$ cat src/include/ex_macros.svh
`ifndef EX_MACROS_SVH
`define EX_MACROS_SVH

// Data path width
`define EX_XLEN 32

// Unit-select vector bit positions
`define EX_UNIT_ALU 0
`define EX_UNIT_MDU 1
`define EX_UNIT_LSU 2

// Forwarding vector bit positions
`define EX_FWD_OP1_EXMA 0
`define EX_FWD_OP2_EXMA 1
`define EX_FWD_OP1_MAWB 2
`define EX_FWD_OP2_MAWB 3

// Multiplier bits consumed per cycle (1, 2, 4 or 8)
`define EX_MUL_STEP 2

`endif

$ cat src/ex_pkg.sv
`default_nettype none
`include "ex_macros.svh"

package ex_pkg;

    typedef logic [`EX_XLEN-1:0] word_t;    // Operand or result word
    typedef logic [4:0]          rf_add_t;  // Register-file address
    typedef logic [2:0]          unit_t;    // One-hot unit select where zero is a NOP
    typedef logic [3:0]          fwd_t;     // Forwarding select

    // Function code interpreted per unit
    typedef enum logic [3:0] {
        F_ADD   = 4'd0,
        F_SUB   = 4'd1,
        F_AND   = 4'd2,
        F_OR    = 4'd3,
        F_XOR   = 4'd4,
        F_SLL   = 4'd5,
        F_SRL   = 4'd6,
        F_SRA   = 4'd7,
        F_SLT   = 4'd8,
        F_SLTU  = 4'd9,
        F_MUL   = 4'd10,    // Low word of product
        F_MULHU = 4'd11,    // High word, unsigned
        F_LS_B  = 4'd12,
        F_LS_H  = 4'd13,
        F_LS_W  = 4'd14
    } func_t;

    // Instruction misconduct
    typedef enum logic [1:0] {
        IMISCON_FREE = 2'd0,
        IMISCON_MISA = 2'd1,    // Misaligned access
        IMISCON_DSCR = 2'd2     // Lanes disagree
    } imiscon_t;

    typedef enum logic [1:0] {
        MDU_IDLE = 2'd0,
        MDU_BUSY = 2'd1,
        MDU_DONE = 2'd2
    } mdu_state_t;

endpackage

`default_nettype wire

$ cat src/ex_mdu.sv
`timescale 1ns/1ps
`default_nettype none
`include "ex_macros.svh"

module ex_mdu (
    input  logic          s_clk_i,
    input  logic          arst_n_i,
    input  logic          start_i,
    input  logic          stall_i,
    input  logic          flush_i,
    input  logic          high_i,
    input  ex_pkg::word_t multiplicand_i,
    input  ex_pkg::word_t multiplier_i,
    output ex_pkg::word_t product_o,
    output logic          finished_o
);
    import ex_pkg::*;

    localparam int ITER  = `EX_XLEN / `EX_MUL_STEP;
    localparam int CNT_W = $clog2(ITER);
    localparam logic [CNT_W-1:0] LAST = CNT_W'(ITER - 1);

    mdu_state_t              s_state_q, s_state_d;
    logic [CNT_W-1:0]        s_cnt_q;
    logic [2*`EX_XLEN-1:0]   s_mcand_q, s_mcand_src, s_acc_q, s_acc_src, s_partial;
    word_t                   s_mplier_q, s_mplier_src;
    logic                    s_idle, s_step;

    assign s_idle = (s_state_q == MDU_IDLE);
    // First step already happens on the start edge
    assign s_step = ~stall_i & ((s_idle & start_i) | (s_state_q == MDU_BUSY));

    // In IDLE the step works straight from the inputs
    assign s_mcand_src  = s_idle ? {{`EX_XLEN{1'b0}}, multiplicand_i} : s_mcand_q;
    assign s_mplier_src = s_idle ? multiplier_i : s_mplier_q;
    assign s_acc_src    = s_idle ? '0 : s_acc_q;

    always_comb begin
        s_partial = '0;
        for (int j = 0; j < `EX_MUL_STEP; j++) begin
            if (s_mplier_src[j]) begin
                s_partial = s_partial + (s_mcand_src << j);
            end
        end
    end

    always_comb begin
        s_state_d = s_state_q;
        case (s_state_q)
            MDU_IDLE: if (start_i & ~stall_i) s_state_d = MDU_BUSY;
            MDU_BUSY: if (~stall_i && (s_cnt_q == LAST)) s_state_d = MDU_DONE;
            MDU_DONE: if (~stall_i) s_state_d = MDU_IDLE;  // Result taken by EX/MA
            default:  s_state_d = MDU_IDLE;
        endcase
        if (flush_i) begin
            s_state_d = MDU_IDLE;   // Abandon running multiply
        end
    end

    always_ff @(posedge s_clk_i or negedge arst_n_i) begin
        if (~arst_n_i) begin
            s_state_q <= MDU_IDLE;
            s_cnt_q   <= '0;
        end else begin
            s_state_q <= s_state_d;
            if (s_step) begin
                s_cnt_q <= s_idle ? CNT_W'(1) : s_cnt_q + 1'b1;
            end
        end
    end

    always_ff @(posedge s_clk_i) begin
        if (s_step) begin
            s_acc_q    <= s_acc_src + s_partial;
            s_mcand_q  <= s_mcand_src << `EX_MUL_STEP;
            s_mplier_q <= s_mplier_src >> `EX_MUL_STEP;
        end
    end

    assign product_o  = high_i ? s_acc_q[2*`EX_XLEN-1:`EX_XLEN] : s_acc_q[`EX_XLEN-1:0];
    assign finished_o = (s_state_q == MDU_DONE);

endmodule

`default_nettype wire

$ cat src/ex_lane.sv
`timescale 1ns/1ps
`default_nettype none
`include "ex_macros.svh"

module ex_lane (
    input  logic           s_clk_i,
    input  logic           arst_n_i,
    input  logic           stall_i,
    input  logic           flush_i,
    input  ex_pkg::word_t  op1_i,
    input  ex_pkg::word_t  op2_i,
    input  ex_pkg::unit_t  unit_i,
    input  ex_pkg::func_t  func_i,
    input  ex_pkg::fwd_t   fwd_i,
    input  ex_pkg::word_t  exma_val_i,
    input  ex_pkg::word_t  mawb_val_i,
    output ex_pkg::word_t  operand1_o,
    output ex_pkg::word_t  operand2_o,
    output ex_pkg::word_t  result_o,
    output logic           misa_o,
    output logic           finished_o
);
    import ex_pkg::*;

    word_t                          s_operand1, s_operand2, s_alu, s_product;
    logic [$clog2(`EX_XLEN)-1:0]    s_shamt;

    // EX/MA value has priority over MA/WB
    assign s_operand1 = fwd_i[`EX_FWD_OP1_EXMA] ? exma_val_i :
                        fwd_i[`EX_FWD_OP1_MAWB] ? mawb_val_i : op1_i;
    assign s_operand2 = fwd_i[`EX_FWD_OP2_EXMA] ? exma_val_i :
                        fwd_i[`EX_FWD_OP2_MAWB] ? mawb_val_i : op2_i;

    assign s_shamt = s_operand2[$clog2(`EX_XLEN)-1:0];

    always_comb begin
        case (func_i)
            F_ADD:   s_alu = s_operand1 + s_operand2;
            F_SUB:   s_alu = s_operand1 - s_operand2;
            F_AND:   s_alu = s_operand1 & s_operand2;
            F_OR:    s_alu = s_operand1 | s_operand2;
            F_XOR:   s_alu = s_operand1 ^ s_operand2;
            F_SLL:   s_alu = s_operand1 << s_shamt;
            F_SRL:   s_alu = s_operand1 >> s_shamt;
            F_SRA:   s_alu = word_t'($signed(s_operand1) >>> s_shamt);
            F_SLT:   s_alu = word_t'($signed(s_operand1) < $signed(s_operand2));
            F_SLTU:  s_alu = word_t'(s_operand1 < s_operand2);
            default: s_alu = '0;
        endcase
    end

    ex_mdu m_mdu (
        .s_clk_i        (s_clk_i),
        .arst_n_i       (arst_n_i),
        .start_i        (unit_i[`EX_UNIT_MDU]),
        .stall_i        (stall_i),
        .flush_i        (flush_i),
        .high_i         (func_i == F_MULHU),
        .multiplicand_i (s_operand1),
        .multiplier_i   (s_operand2),
        .product_o      (s_product),
        .finished_o     (finished_o)
    );

    // Halfword needs bit 0 clear, word needs bits 1:0 clear
    assign misa_o = ((func_i == F_LS_H) & s_operand1[0]) |
                    ((func_i == F_LS_W) & (|s_operand1[1:0]));

    // LSU result is the access address
    always_comb begin
        if (unit_i[`EX_UNIT_MDU]) begin
            result_o = s_product;
        end else if (unit_i[`EX_UNIT_LSU]) begin
            result_o = s_operand1;
        end else if (unit_i[`EX_UNIT_ALU]) begin
            result_o = s_alu;
        end else begin
            result_o = '0;      // Bubble
        end
    end

    assign operand1_o = s_operand1;
    assign operand2_o = s_operand2;

endmodule

`default_nettype wire

$ cat src/ex_exma_reg.sv
`timescale 1ns/1ps
`default_nettype none
`include "ex_macros.svh"

module ex_exma_reg (
    input  logic              s_clk_i,
    input  logic              arst_n_i,
    input  logic              stall_i,
    input  logic              flush_i,
    input  ex_pkg::unit_t     unit_a_i,
    input  ex_pkg::unit_t     unit_b_i,
    input  ex_pkg::func_t     func_a_i,
    input  ex_pkg::rf_add_t   rd_i,
    input  ex_pkg::word_t     result_a_i,
    input  ex_pkg::word_t     result_b_i,
    input  ex_pkg::word_t     operand1_a_i,
    input  ex_pkg::word_t     operand2_a_i,
    input  logic              misa_a_i,
    input  logic              misa_b_i,
    input  logic              fin_a_i,
    input  logic              fin_b_i,
    output logic              stall_o,
    output logic              lsu_approve_o,
    output ex_pkg::word_t     lsu_address_o,
    output ex_pkg::word_t     lsu_wdata_o,
    output ex_pkg::word_t     exma_val_o,
    output ex_pkg::rf_add_t   exma_rd_o,
    output ex_pkg::unit_t     exma_unit_o,
    output ex_pkg::func_t     exma_func_o,
    output ex_pkg::imiscon_t  exma_imiscon_o,
    output logic              exma_neq_o
);
    import ex_pkg::*;

    logic     s_neq, s_misa, s_bubble, s_clear;
    imiscon_t s_imiscon;

    // Lane comparison
    assign s_neq = (unit_a_i != unit_b_i) | (result_a_i != result_b_i);

    // Either lane reporting misalignment blocks the access
    assign s_misa = unit_a_i[`EX_UNIT_LSU] & (misa_a_i | misa_b_i);

    // Multiply in progress until a lane finishes
    assign s_bubble = unit_a_i[`EX_UNIT_MDU] & ~fin_a_i & ~fin_b_i;
    assign stall_o  = s_bubble;

    // A bubble only lands in MA when MA is not stalling
    assign s_clear = flush_i | (s_bubble & ~stall_i);

    always_comb begin
        if (s_neq) begin
            s_imiscon = IMISCON_DSCR;
        end else if (s_misa) begin
            s_imiscon = IMISCON_MISA;
        end else begin
            s_imiscon = IMISCON_FREE;
        end
    end

    assign lsu_address_o = operand1_a_i;
    assign lsu_wdata_o   = operand2_a_i;
    assign lsu_approve_o = unit_a_i[`EX_UNIT_LSU] & ~s_misa & ~s_neq & ~flush_i;

    always_ff @(posedge s_clk_i or negedge arst_n_i) begin
        if (~arst_n_i) begin
            exma_val_o     <= '0;
            exma_rd_o      <= '0;
            exma_unit_o    <= '0;
            exma_func_o    <= F_ADD;
            exma_imiscon_o <= IMISCON_FREE;
            exma_neq_o     <= 1'b0;
        end else if (s_clear) begin
            exma_val_o     <= '0;       // NOP into MA
            exma_rd_o      <= '0;
            exma_unit_o    <= '0;
            exma_func_o    <= F_ADD;
            exma_imiscon_o <= IMISCON_FREE;
            exma_neq_o     <= 1'b0;
        end else if (~stall_i) begin
            exma_val_o     <= result_a_i;
            exma_rd_o      <= rd_i;
            exma_unit_o    <= unit_a_i;
            exma_func_o    <= func_a_i;
            exma_imiscon_o <= s_imiscon;
            exma_neq_o     <= s_neq;
        end
    end

endmodule

`default_nettype wire

$ cat src/ex_stage.sv
`timescale 1ns/1ps
`default_nettype none
`include "ex_macros.svh"

module ex_stage (
    input  logic              s_clk_i,
    input  logic              arst_n_i,
    input  logic              stall_i,
    input  logic              flush_i,
    input  ex_pkg::word_t     op1_a_i,
    input  ex_pkg::word_t     op2_a_i,
    input  ex_pkg::unit_t     unit_a_i,
    input  ex_pkg::func_t     func_a_i,
    input  ex_pkg::fwd_t      fwd_a_i,
    input  ex_pkg::word_t     op1_b_i,
    input  ex_pkg::word_t     op2_b_i,
    input  ex_pkg::unit_t     unit_b_i,
    input  ex_pkg::func_t     func_b_i,
    input  ex_pkg::fwd_t      fwd_b_i,
    input  ex_pkg::rf_add_t   rd_i,
    input  ex_pkg::word_t     mawb_val_i,
    output logic              stall_o,
    output ex_pkg::word_t     lsu_address_o,
    output ex_pkg::word_t     lsu_wdata_o,
    output logic              lsu_approve_o,
    output ex_pkg::word_t     exma_val_o,
    output ex_pkg::rf_add_t   exma_rd_o,
    output ex_pkg::unit_t     exma_unit_o,
    output ex_pkg::func_t     exma_func_o,
    output ex_pkg::imiscon_t  exma_imiscon_o,
    output logic              exma_neq_o
);
    import ex_pkg::*;

    word_t s_result_a, s_result_b, s_operand1_a, s_operand2_a;
    logic  s_misa_a, s_misa_b, s_fin_a, s_fin_b;

    // Lane 0 on copy a
    ex_lane m_lane_a (
        .s_clk_i    (s_clk_i),
        .arst_n_i   (arst_n_i),
        .stall_i    (stall_i),
        .flush_i    (flush_i),
        .op1_i      (op1_a_i),
        .op2_i      (op2_a_i),
        .unit_i     (unit_a_i),
        .func_i     (func_a_i),
        .fwd_i      (fwd_a_i),
        .exma_val_i (exma_val_o),
        .mawb_val_i (mawb_val_i),
        .operand1_o (s_operand1_a),
        .operand2_o (s_operand2_a),
        .result_o   (s_result_a),
        .misa_o     (s_misa_a),
        .finished_o (s_fin_a)
    );

    // Lane 1 on copy b
    // Its operands reach the comparison only through the result
    ex_lane m_lane_b (
        .s_clk_i    (s_clk_i),
        .arst_n_i   (arst_n_i),
        .stall_i    (stall_i),
        .flush_i    (flush_i),
        .op1_i      (op1_b_i),
        .op2_i      (op2_b_i),
        .unit_i     (unit_b_i),
        .func_i     (func_b_i),
        .fwd_i      (fwd_b_i),
        .exma_val_i (exma_val_o),
        .mawb_val_i (mawb_val_i),
        .operand1_o (),
        .operand2_o (),
        .result_o   (s_result_b),
        .misa_o     (s_misa_b),
        .finished_o (s_fin_b)
    );

    ex_exma_reg m_exma_reg (
        .s_clk_i        (s_clk_i),
        .arst_n_i       (arst_n_i),
        .stall_i        (stall_i),
        .flush_i        (flush_i),
        .unit_a_i       (unit_a_i),
        .unit_b_i       (unit_b_i),
        .func_a_i       (func_a_i),
        .rd_i           (rd_i),
        .result_a_i     (s_result_a),
        .result_b_i     (s_result_b),
        .operand1_a_i   (s_operand1_a),
        .operand2_a_i   (s_operand2_a),
        .misa_a_i       (s_misa_a),
        .misa_b_i       (s_misa_b),
        .fin_a_i        (s_fin_a),
        .fin_b_i        (s_fin_b),
        .stall_o        (stall_o),
        .lsu_approve_o  (lsu_approve_o),
        .lsu_address_o  (lsu_address_o),
        .lsu_wdata_o    (lsu_wdata_o),
        .exma_val_o     (exma_val_o),
        .exma_rd_o      (exma_rd_o),
        .exma_unit_o    (exma_unit_o),
        .exma_func_o    (exma_func_o),
        .exma_imiscon_o (exma_imiscon_o),
        .exma_neq_o     (exma_neq_o)
    );

endmodule

`default_nettype wire

$ cat config.mk
export PLATFORM = sky130hd
export DESIGN_NAME = ex_stage
export DESIGN_NICKNAME = d
export VERILOG_FILES = /design/src/ex_pkg.sv /design/src/ex_mdu.sv /design/src/ex_lane.sv /design/src/ex_exma_reg.sv /design/src/ex_stage.sv
export VERILOG_INCLUDE_DIRS = /design/src /design/src/include
export SDC_FILE = /design/constraint.sdc
export NUM_CORES = 2
export LEC_CHECK = 0
export BUFFER_PORTS_ARGS = -buffer_cell sky130_fd_sc_hd__buf_2
export CAP_MARGIN = 20
export CORE_MARGIN = 5
export CORE_UTILIZATION = 42
export CTS_BUF_LIST = sky130_fd_sc_hd__clkbuf_4 sky130_fd_sc_hd__clkbuf_8
export CTS_CLUSTER_DIAMETER = 200
export DETAILED_ROUTE_END_ITERATION = 12
export GPL_TIMING_DRIVEN = 0
export PLACE_DENSITY = 0.64
export SYNTH_ARGS = -nofsm -noshare
export SYNTH_HDL_FRONTEND = slang
export SYNTH_HIERARCHICAL = 1
export SYNTH_SLANG_ARGS = --single-unit
$ cat constraint.sdc
create_clock -name s_clk_i -period 7.8 [get_ports s_clk_i]
set_input_delay 0.78 -clock s_clk_i [delete_from_list [all_inputs] [get_ports s_clk_i]]
set_output_delay 0.78 -clock s_clk_i [all_outputs]
set_load 0.05 [all_outputs]
# Word level (Yosys, flattened, before mapping)
# Cells that the tools add are included.
[totals]
inputBits = 191
regBits = 371
word_cells = 176
[classes]
shift = 6
add_sub_neg = 10
n_eq_ne = 39
magnitude_cmp = 4
reduce_logical = 10
n_bitwise = 36
n_mux = 53
[op_table]
columns = ["op", "n"]
rows = [
  ["$pmux W32 S10", 2],
  ["$mux W32", 18],
  ["$mux W64", 8],
  ["$add A64 B64 Y64", 4],
  ["$lt A32 B32 Y1", 4],
  ["$add A32 B32 Y32", 2],
  ["$and A32 B32 Y32", 2],
  ["$or A32 B32 Y32", 2],
  ["$shl A32 B5 Y32", 2],
  ["$shr A32 B5 Y32", 2],
  ["$sshr A32 B5 Y32", 2],
  ["$sub A32 B32 Y32", 2],
  ["$xor A32 B32 Y32", 2],
  ["$mux W30", 2],
  ["$eq A4 B4 Y1 const B", 12],
  ["$eq A4 B3 Y1 const B", 8],
  ["$ne A32 B32 Y1", 1],
  ["$mux W2", 10],
  ["$and A1 B1 Y1", 17],
  ["$eq A4 B2 Y1 const B", 4],
  ["$mux W4", 4],
  ["$ne A3 B2 Y1 const B", 4],
  ["$pmux W2 S3", 2],
  ["$mux W5", 2],
  ["16 further kinds", 40],
]

# Depth between registers and ports, before layout
[logic_depth]
depth_word = 12
depth_mapped = 41

# Cells and area by module
# Netlist, hierarchy kept.
[by_module_without_submodules]
columns = ["module", "instances", "area_per_inst_um2", "cells_each"]
rows = [
  ["ex_lane", 2, 10473.8, 1683],
  ["ex_mdu at m_lane_a.m_mdu", 1, 16946.3, 2040],
  ["ex_mdu at m_lane_b.m_mdu", 1, 16818.6, 2026],
  ["ex_exma_reg", 1, 2531.2, 223],
]

# Worst setup path after synthesis
# Ideal clock, no wire load.
[synth_timing]
kind = "input-to-reg"
startpoint = "input port fwd_a_i[3]"
endpoint = "register m_lane_a.m_mdu.s_acc_q[57], data pin"
path_slack_ns = -0.519
cell_stages = 37
t_arrival_ns = 8.054
required_time_ns = 7.535
n_path_buf = 7
setup_ns = 0.265
cell_sequence = "buf_2 > mux2i_1 > o21a_1 > inv_2 > buf_2 > buf_2 > nor3b_2 > nor2_1 > clkbuf_1 > clkbuf_1 > clkbuf_1 > buf_1 > o31ai_1 > ha_1 > o32ai_1 > a221oi_1 > o31ai_1 > and2_1 > o21a_1 > nor2_1 > nor3_1 > a21oi_1 > o21ai_0 > a32o_1 > ha_1 > a2111oi_0 > o21ai_0 > a221oi_1 > o211ai_1 > a41oi_2 > nor2_1 > a21o_1 > o221ai_1 > o2111ai_1 > a31oi_1 > o21ai_0 > xor2_1"
[synth_between]
elab_chain_len = 7
[synth_lines]
columns = ["element", "line_no", "text"]
rows = [
  ["start, declared", "ex_stage.sv:14", "input ex_pkg::fwd_t fwd_a_i,"],
  ["$mux W32 (*)", "ex_lane.sv:32", "fwd_i[`EX_FWD_OP2_MAWB] ? mawb_val_i : op2_i;"],
  ["$mux W32 (*)", "ex_lane.sv:31", "assign s_operand2 = fwd_i[`EX_FWD_OP2_EXMA] ? exma_val_i :"],
  ["via s_operand2_a[0]", "ex_stage.sv:35", "word_t s_result_a, s_result_b, s_operand1_a, s_operand2_a;"],
  ["$mux W30 (*)", "ex_mdu.sv:35", "assign s_mplier_src = s_idle ? multiplier_i : s_mplier_q;"],
  ["$mux W64 (*)", "ex_mdu.sv:41", "if (s_mplier_src[j]) begin"],
  ["$add A64 B64 Y64", "ex_mdu.sv:42", "s_partial = s_partial + (s_mcand_src << j);"],
  ["$mux W64 (*)", "ex_mdu.sv:41", ""],
  ["$add A64 B64 Y64 (*)", "ex_mdu.sv:74", "s_acc_q <= s_acc_src + s_partial;"],
  ["end signal, assigned", "ex_mdu.sv:74", ""],
  ["end, declared", "ex_mdu.sv:25", "logic [2*`EX_XLEN-1:0] s_mcand_q, s_mcand_src, s_acc_q, s_acc_src, s_partial;"],
]
# The timed path passes the listed nets; every way through them passes the cells marked *.
# A chain may end at the register's enable or synchronous reset.

# Final worst setup path
[layout_timing]
startpoint = "register m_exma_reg.exma_val_o[0]"
endpoint = "output port lsu_approve_o"
[layout_between]
elab_chain_len = 11
word_cells_on_any_way = 49
cone_classes = "add/sub (4); order compare (4); eq/ne (1); shift (6); mux (12); bitwise (20); reduce/logical (2)"
[layout_lines]
columns = ["element", "line_no", "text"]
rows = [
  ["start, declared", "ex_exma_reg.sv:26", "output ex_pkg::word_t exma_val_o,"],
  ["start signal, assigned", "ex_exma_reg.sv:81", "exma_val_o <= result_a_i;"],
  ["$mux W32, on equally long branches", "ex_lane.sv:29, ex_lane.sv:31", ""],
  ["$sub A32 B32 Y32 (tied with other cells)", "ex_lane.sv:39", "F_SUB: s_alu = s_operand1 - s_operand2;"],
  ["$pmux W32 S10 (*)", "ex_lane.sv:37", "case (func_i)"],
  ["$mux W32 (*)", "ex_lane.sv:75", "end else if (unit_i[`EX_UNIT_ALU]) begin"],
  ["$mux W32 (*)", "ex_lane.sv:73", "end else if (unit_i[`EX_UNIT_LSU]) begin"],
  ["$mux W32 (*)", "ex_lane.sv:71", "if (unit_i[`EX_UNIT_MDU]) begin"],
  ["via s_result_a[13]", "ex_stage.sv:35", ""],
  ["$ne A32 B32 Y1 (*)", "ex_exma_reg.sv:39", "assign s_neq = (unit_a_i != unit_b_i) | (result_a_i != result_b_i);"],
  ["$or A1 B1 Y1 (*)", "ex_exma_reg.sv:39", ""],
  ["$not A1 Y1 (*)", "ex_exma_reg.sv:63", "assign lsu_approve_o = unit_a_i[`EX_UNIT_LSU] & ~s_misa & ~s_neq & ~flush_i;"],
  ["$and A1 B1 Y1 (*) (2 in a row)", "ex_exma_reg.sv:63", ""],
  ["end, declared", "ex_stage.sv:25", "output logic lsu_approve_o,"],
]
# Marks and branches as above.

==> results.txt <==
The run finished, with violations left. The final reports fail on setup timing. The cell area after technology mapping came out at 0.0572 sq mm. The peak fanout along the critical path is 10. The run gives -0.0104 ns as the post-layout worst setup margin. After detailed routing, the average wire length per cell comes to 32.0 um. Deepest level of the CTS H-tree: 3.

After the flow finishes, the layout carries non-filler instances totaling 9979. The biggest area contributor in the post-synthesis netlist is edfxtp_1. Final wirelength: 319000 um.

The number of nets with antenna violations after detailed routing is 0. For this run the aggregate overflow at the end of global routing stands at 0. The number of flip-flops and latches in the synthesized netlist came out at 370.

In this run, placement finished with an instance count of 9761. The tools report the effective utilization at floorplan as 42.3%. HPWL after detailed placement: 254000 um. After synthesis, the netlist uses 127 different library cells. The worst setup skew after layout is 0.0790 ns, and the largest incremental delay on the critical path is 0.94 ns. The kind of critical path was reg -> out.

After detailed routing, the number of vias per cell comes to 6.71. The portion of synthesized cell area occupied by the leading cell type was 16.4%; the count of nets after finishing was 8716. Yosys printed 6 warnings. STA classifies the critical path endpoint as an output port. The number of slew-limit violations in the final report was 0. The routed layout has 66900 vias. Proportion of layout cells with a drive suffix above 1: 15.9%. Internal reg-to-reg setup slack: 0.10 ns. Of all flip-flops after synthesis, the portion carrying an async set or reset was 15.7%. The length of the first detailed-routing pass in iterations was 7. The largest net degree at the start of global routing was 95; the arrival time at the worst endpoint was 7.03 ns. The initialized floorplan defines 135 standard-cell rows. The worst setup path is launched from a flop. The number of I/O port buffers works out to 296. The detailed router finished its first iteration with 9273 violations.

Final instance area: 0.0657 sq mm. TritonCTS built the clock tree. The min-delay analysis places its worst path in the category in -> async.

The total power per unit cell area came out at 149 mW/mm^2. Counting every sink on the clock net gives 370. Counting cells, the worst reg-to-reg path comes to 31. Walking the worst path, the cells encountered are buf_4, nand2_1, o21a_4, buf_4, buf_2, buf_2, mux2i_1, mux2i_1, mux2i_1, o211ai_1, a31oi_1, a211oi_1, a221oi_1, xor2_1, nor4_2, nand4_1, nor3_4, buf_12, and4b_1, buf_4. The first global-routing pass estimated 445000 um of wire. Measured against its own limit, the worst slew margin works out to 10.5%.

The run gives 304 as the I/O pin total. The number of synthesized flops with an enable pin was 312; the number of global-route vias before repair was 62100. The tools report the total of endpoints with negative setup slack in the final report as 1. The number of nets in the synthesized netlist is 8258. The cell at the root of the clock tree is clkbuf_8. The floorplan step set the die height to 379 um. The number of endpoints with negative hold slack in the final report is 0. Hold is met by 0.0790 ns. The time the worst path needs with I/O delays and setup works out to 7.81 ns.

Counting instances in the post-synthesis netlist gives the leading cell types as 971 x nand2_1, 597 x a21oi_1, 575 x nor2_1. Sorting the synthesized cells by area gives the leading types as edfxtp_1 16%, ha_1 8.9%, nand2_1 6.4%. The die covers 0.144 sq mm. In this run the mean area of a mapped cell was 7.48 sq um.

From synthesis to final layout, the design area changed by 14.7%. The number of remaining DRC errors is 0, and the clock latency on the worst-skew pair is 0.84 ns. IR analysis of the VDD net gives a maximum drop of 0.000125 V. The tools report the area after detailed placement as 0.0617 sq mm. Data on the critical path is required at its endpoint by 7.02 ns.

nand2_1 is the most common cell in the netlist. The clock-pin slew reported for the worst setup and hold paths after clock tree synthesis was 0.07 ns; the initial antenna violation count was 29. For this run, the top clock speed supported by timing is 128 MHz.

The cell count after synthesis is 7655. The run gives 1.12 as the final weighted congestion of routability-driven global placement. After routing, the total negative slack on setup checks comes to -0.0104 ns. Across every metal layer, demand over resource in global routing totals 42.2%. The worst path uses 100% of the clock period. The most instantiated flip-flop cell in the synthesis netlist was edfxtp_1. The floorplan step defined a core boundary enclosing 0.135 sq mm. The endpoint identified for the worst register-to-register timing path is m_lane_a/m_mdu/s_acc_q[58]. From left edge to right edge, the die measures 379 um.

The hold buffer count at cts was 0; the transition time at the pin with the least slew margin was 1.33 ns. Register area share after synthesis: 18.9%. The number of violations of the max-capacitance limit was 0. In this run the critical register-to-register path is launched from m_lane_a/m_mdu/s_state_q[0]. The slowest stage cell on the critical path was a221oi_1.

The leakage power was 0.0281 uW; the maximum clock path buffer count was 3. Clock tree synthesis inserted a total of 80 buffers.
## stage by stage
stage | utilization, % | power (uW) | worst slack (ns)
finish | 48.5 | 9810 | -0.0104
global route | 48.4 | 10100 | -0.0584
CTS | 47.6 | 9570 | 0.00118
detailed placement | 45.5 | 6960 | -2.66
global placement | 45.1 | 6950 | -2.66
floorplan | - | 5280 | 0.00518
## worst max path at each step
stage | from | to | slack, ns | cells after the start
2_1_floorplan | fwd_b_i[3] | m_lane_b/m_mdu/s_acc_q[62] | 0.005 | 38
3_3_place_gp | mawb_val_i[0] | m_lane_a/m_mdu/s_acc_q[60] | -2.66 | 36
3_5_place_dp | mawb_val_i[0] | m_lane_a/m_mdu/s_acc_q[59] | -2.66 | 37
4_1_cts | m_exma_reg/exma_val_o[2] | lsu_approve_o | 0.001 | 23
5_1_grt | fwd_a_i[3] | lsu_approve_o | -0.06 | 24
6_report | m_exma_reg/exma_val_o[0] | lsu_approve_o | -0.01 | 20
## cells in the final DEF (no fill, tap or decap), types with 135 or more instances in the layout
cell,instances
nand2_1,970
a21oi_1,576
nor2_1,564
ha_1,380
o21ai_0,376
buf_2,349
mux2i_1,343
edfxtp_1,312
inv_1,291
xnor2_1,263
and2_1,262
clkbuf_1,240
buf_4,189
a21o_1,174
nand3_1,155
o21ai_1,144
o21a_1,135
## layer usage
layer | up-vias | global-route usage, % | share of wire (%)
met5 | - | 0 | 0.015
met2 | 4565 | 60.8 | 41
met1 | 32300 | 55.3 | 39
li1 | 29100 | - | -
met3 | 1052 | 10.3 | 11
met4 | 8 | 29.2 | 8.4
## cell families (layout without fill, tap and decap cells)
| logic type | after synthesis | count (layout) | share of synthesized area, % |
|---|---|---|---|
| AO/OA/AOI/OAI | 2459 | 2459 | 28.5 |
| XOR/XNOR | 364 | 364 | 5.57 |
| adder cells (fa/ha/maj) | 414 | 414 | 9.12 |
| buffers and inverters | 928 | 1451 | 7.03 |
| flip-flops | 370 | 370 | 18.9 |
| multiplexers | 452 | 452 | 8.30 |
| other | 0 | 20 | 0 |
| AND/OR/NAND/NOR | 2668 | 2668 | 22.6 |
## final cells by class
cell class	count	area (sq um)
antenna	20	50.0
tap	1781	2230
timing repair buffer	426	2720
clock inverter	35	395
clock buffer	112	1360
fill	13700	69800
timing repair inverter	1	8.76
inverter	364	1430
buffer	513	2840
sequential	370	10800
multi-input combinational	6357	43800
## report_power, final
| part | internal (uW) | switching [uW] |
|---|---|---|
| Combinational | 1470 | 3360 |
| Sequential | 2350 | 147 |
| Clock | 1350 | 1140 |
## sequential cells by signal (all words and copies together) (netlist names), 3 cells and up
register and count:
m_lane_a/m_mdu/s_acc_q 64, m_lane_b/m_mdu/s_acc_q 64, m_lane_a/m_mdu/s_mcand_q 62, m_lane_b/m_mdu/s_mcand_q 62
m_exma_reg/exma_val_o 32, m_lane_a/m_mdu/s_mplier_q 30, m_lane_b/m_mdu/s_mplier_q 30, m_exma_reg/exma_rd_o 5
m_exma_reg/exma_func_o 4, m_lane_a/m_mdu/s_cnt_q 4, m_lane_b/m_mdu/s_cnt_q 4, m_exma_reg/exma_unit_o 3
## critical path, delay by kind of cell, from the launching register on
| family | cells | cell delay [ns] |
|---|---|---|
| AO/OA/AOI/OAI | 5 | 1.97 |
| flip-flops | 1 | 0.39 |
| XOR/XNOR | 1 | 0.19 |
| multiplexers | 3 | 1.23 |
| AND/OR/NAND/NOR | 5 | 0.91 |
| buffers and inverters | 6 | 1.52 |
## what timing repair did
item | 4_1_cts | 5_1_grt
pin swaps | 35 | 59
resized for setup | 271 | 229
cloned | 0 | 1
buffers inserted | 38 | 62
endpoints found under the hold margin | 0 | 0
endpoints found under the setup margin | 96 | 39
No activity file was read; power rests on OpenSTA's default activity.
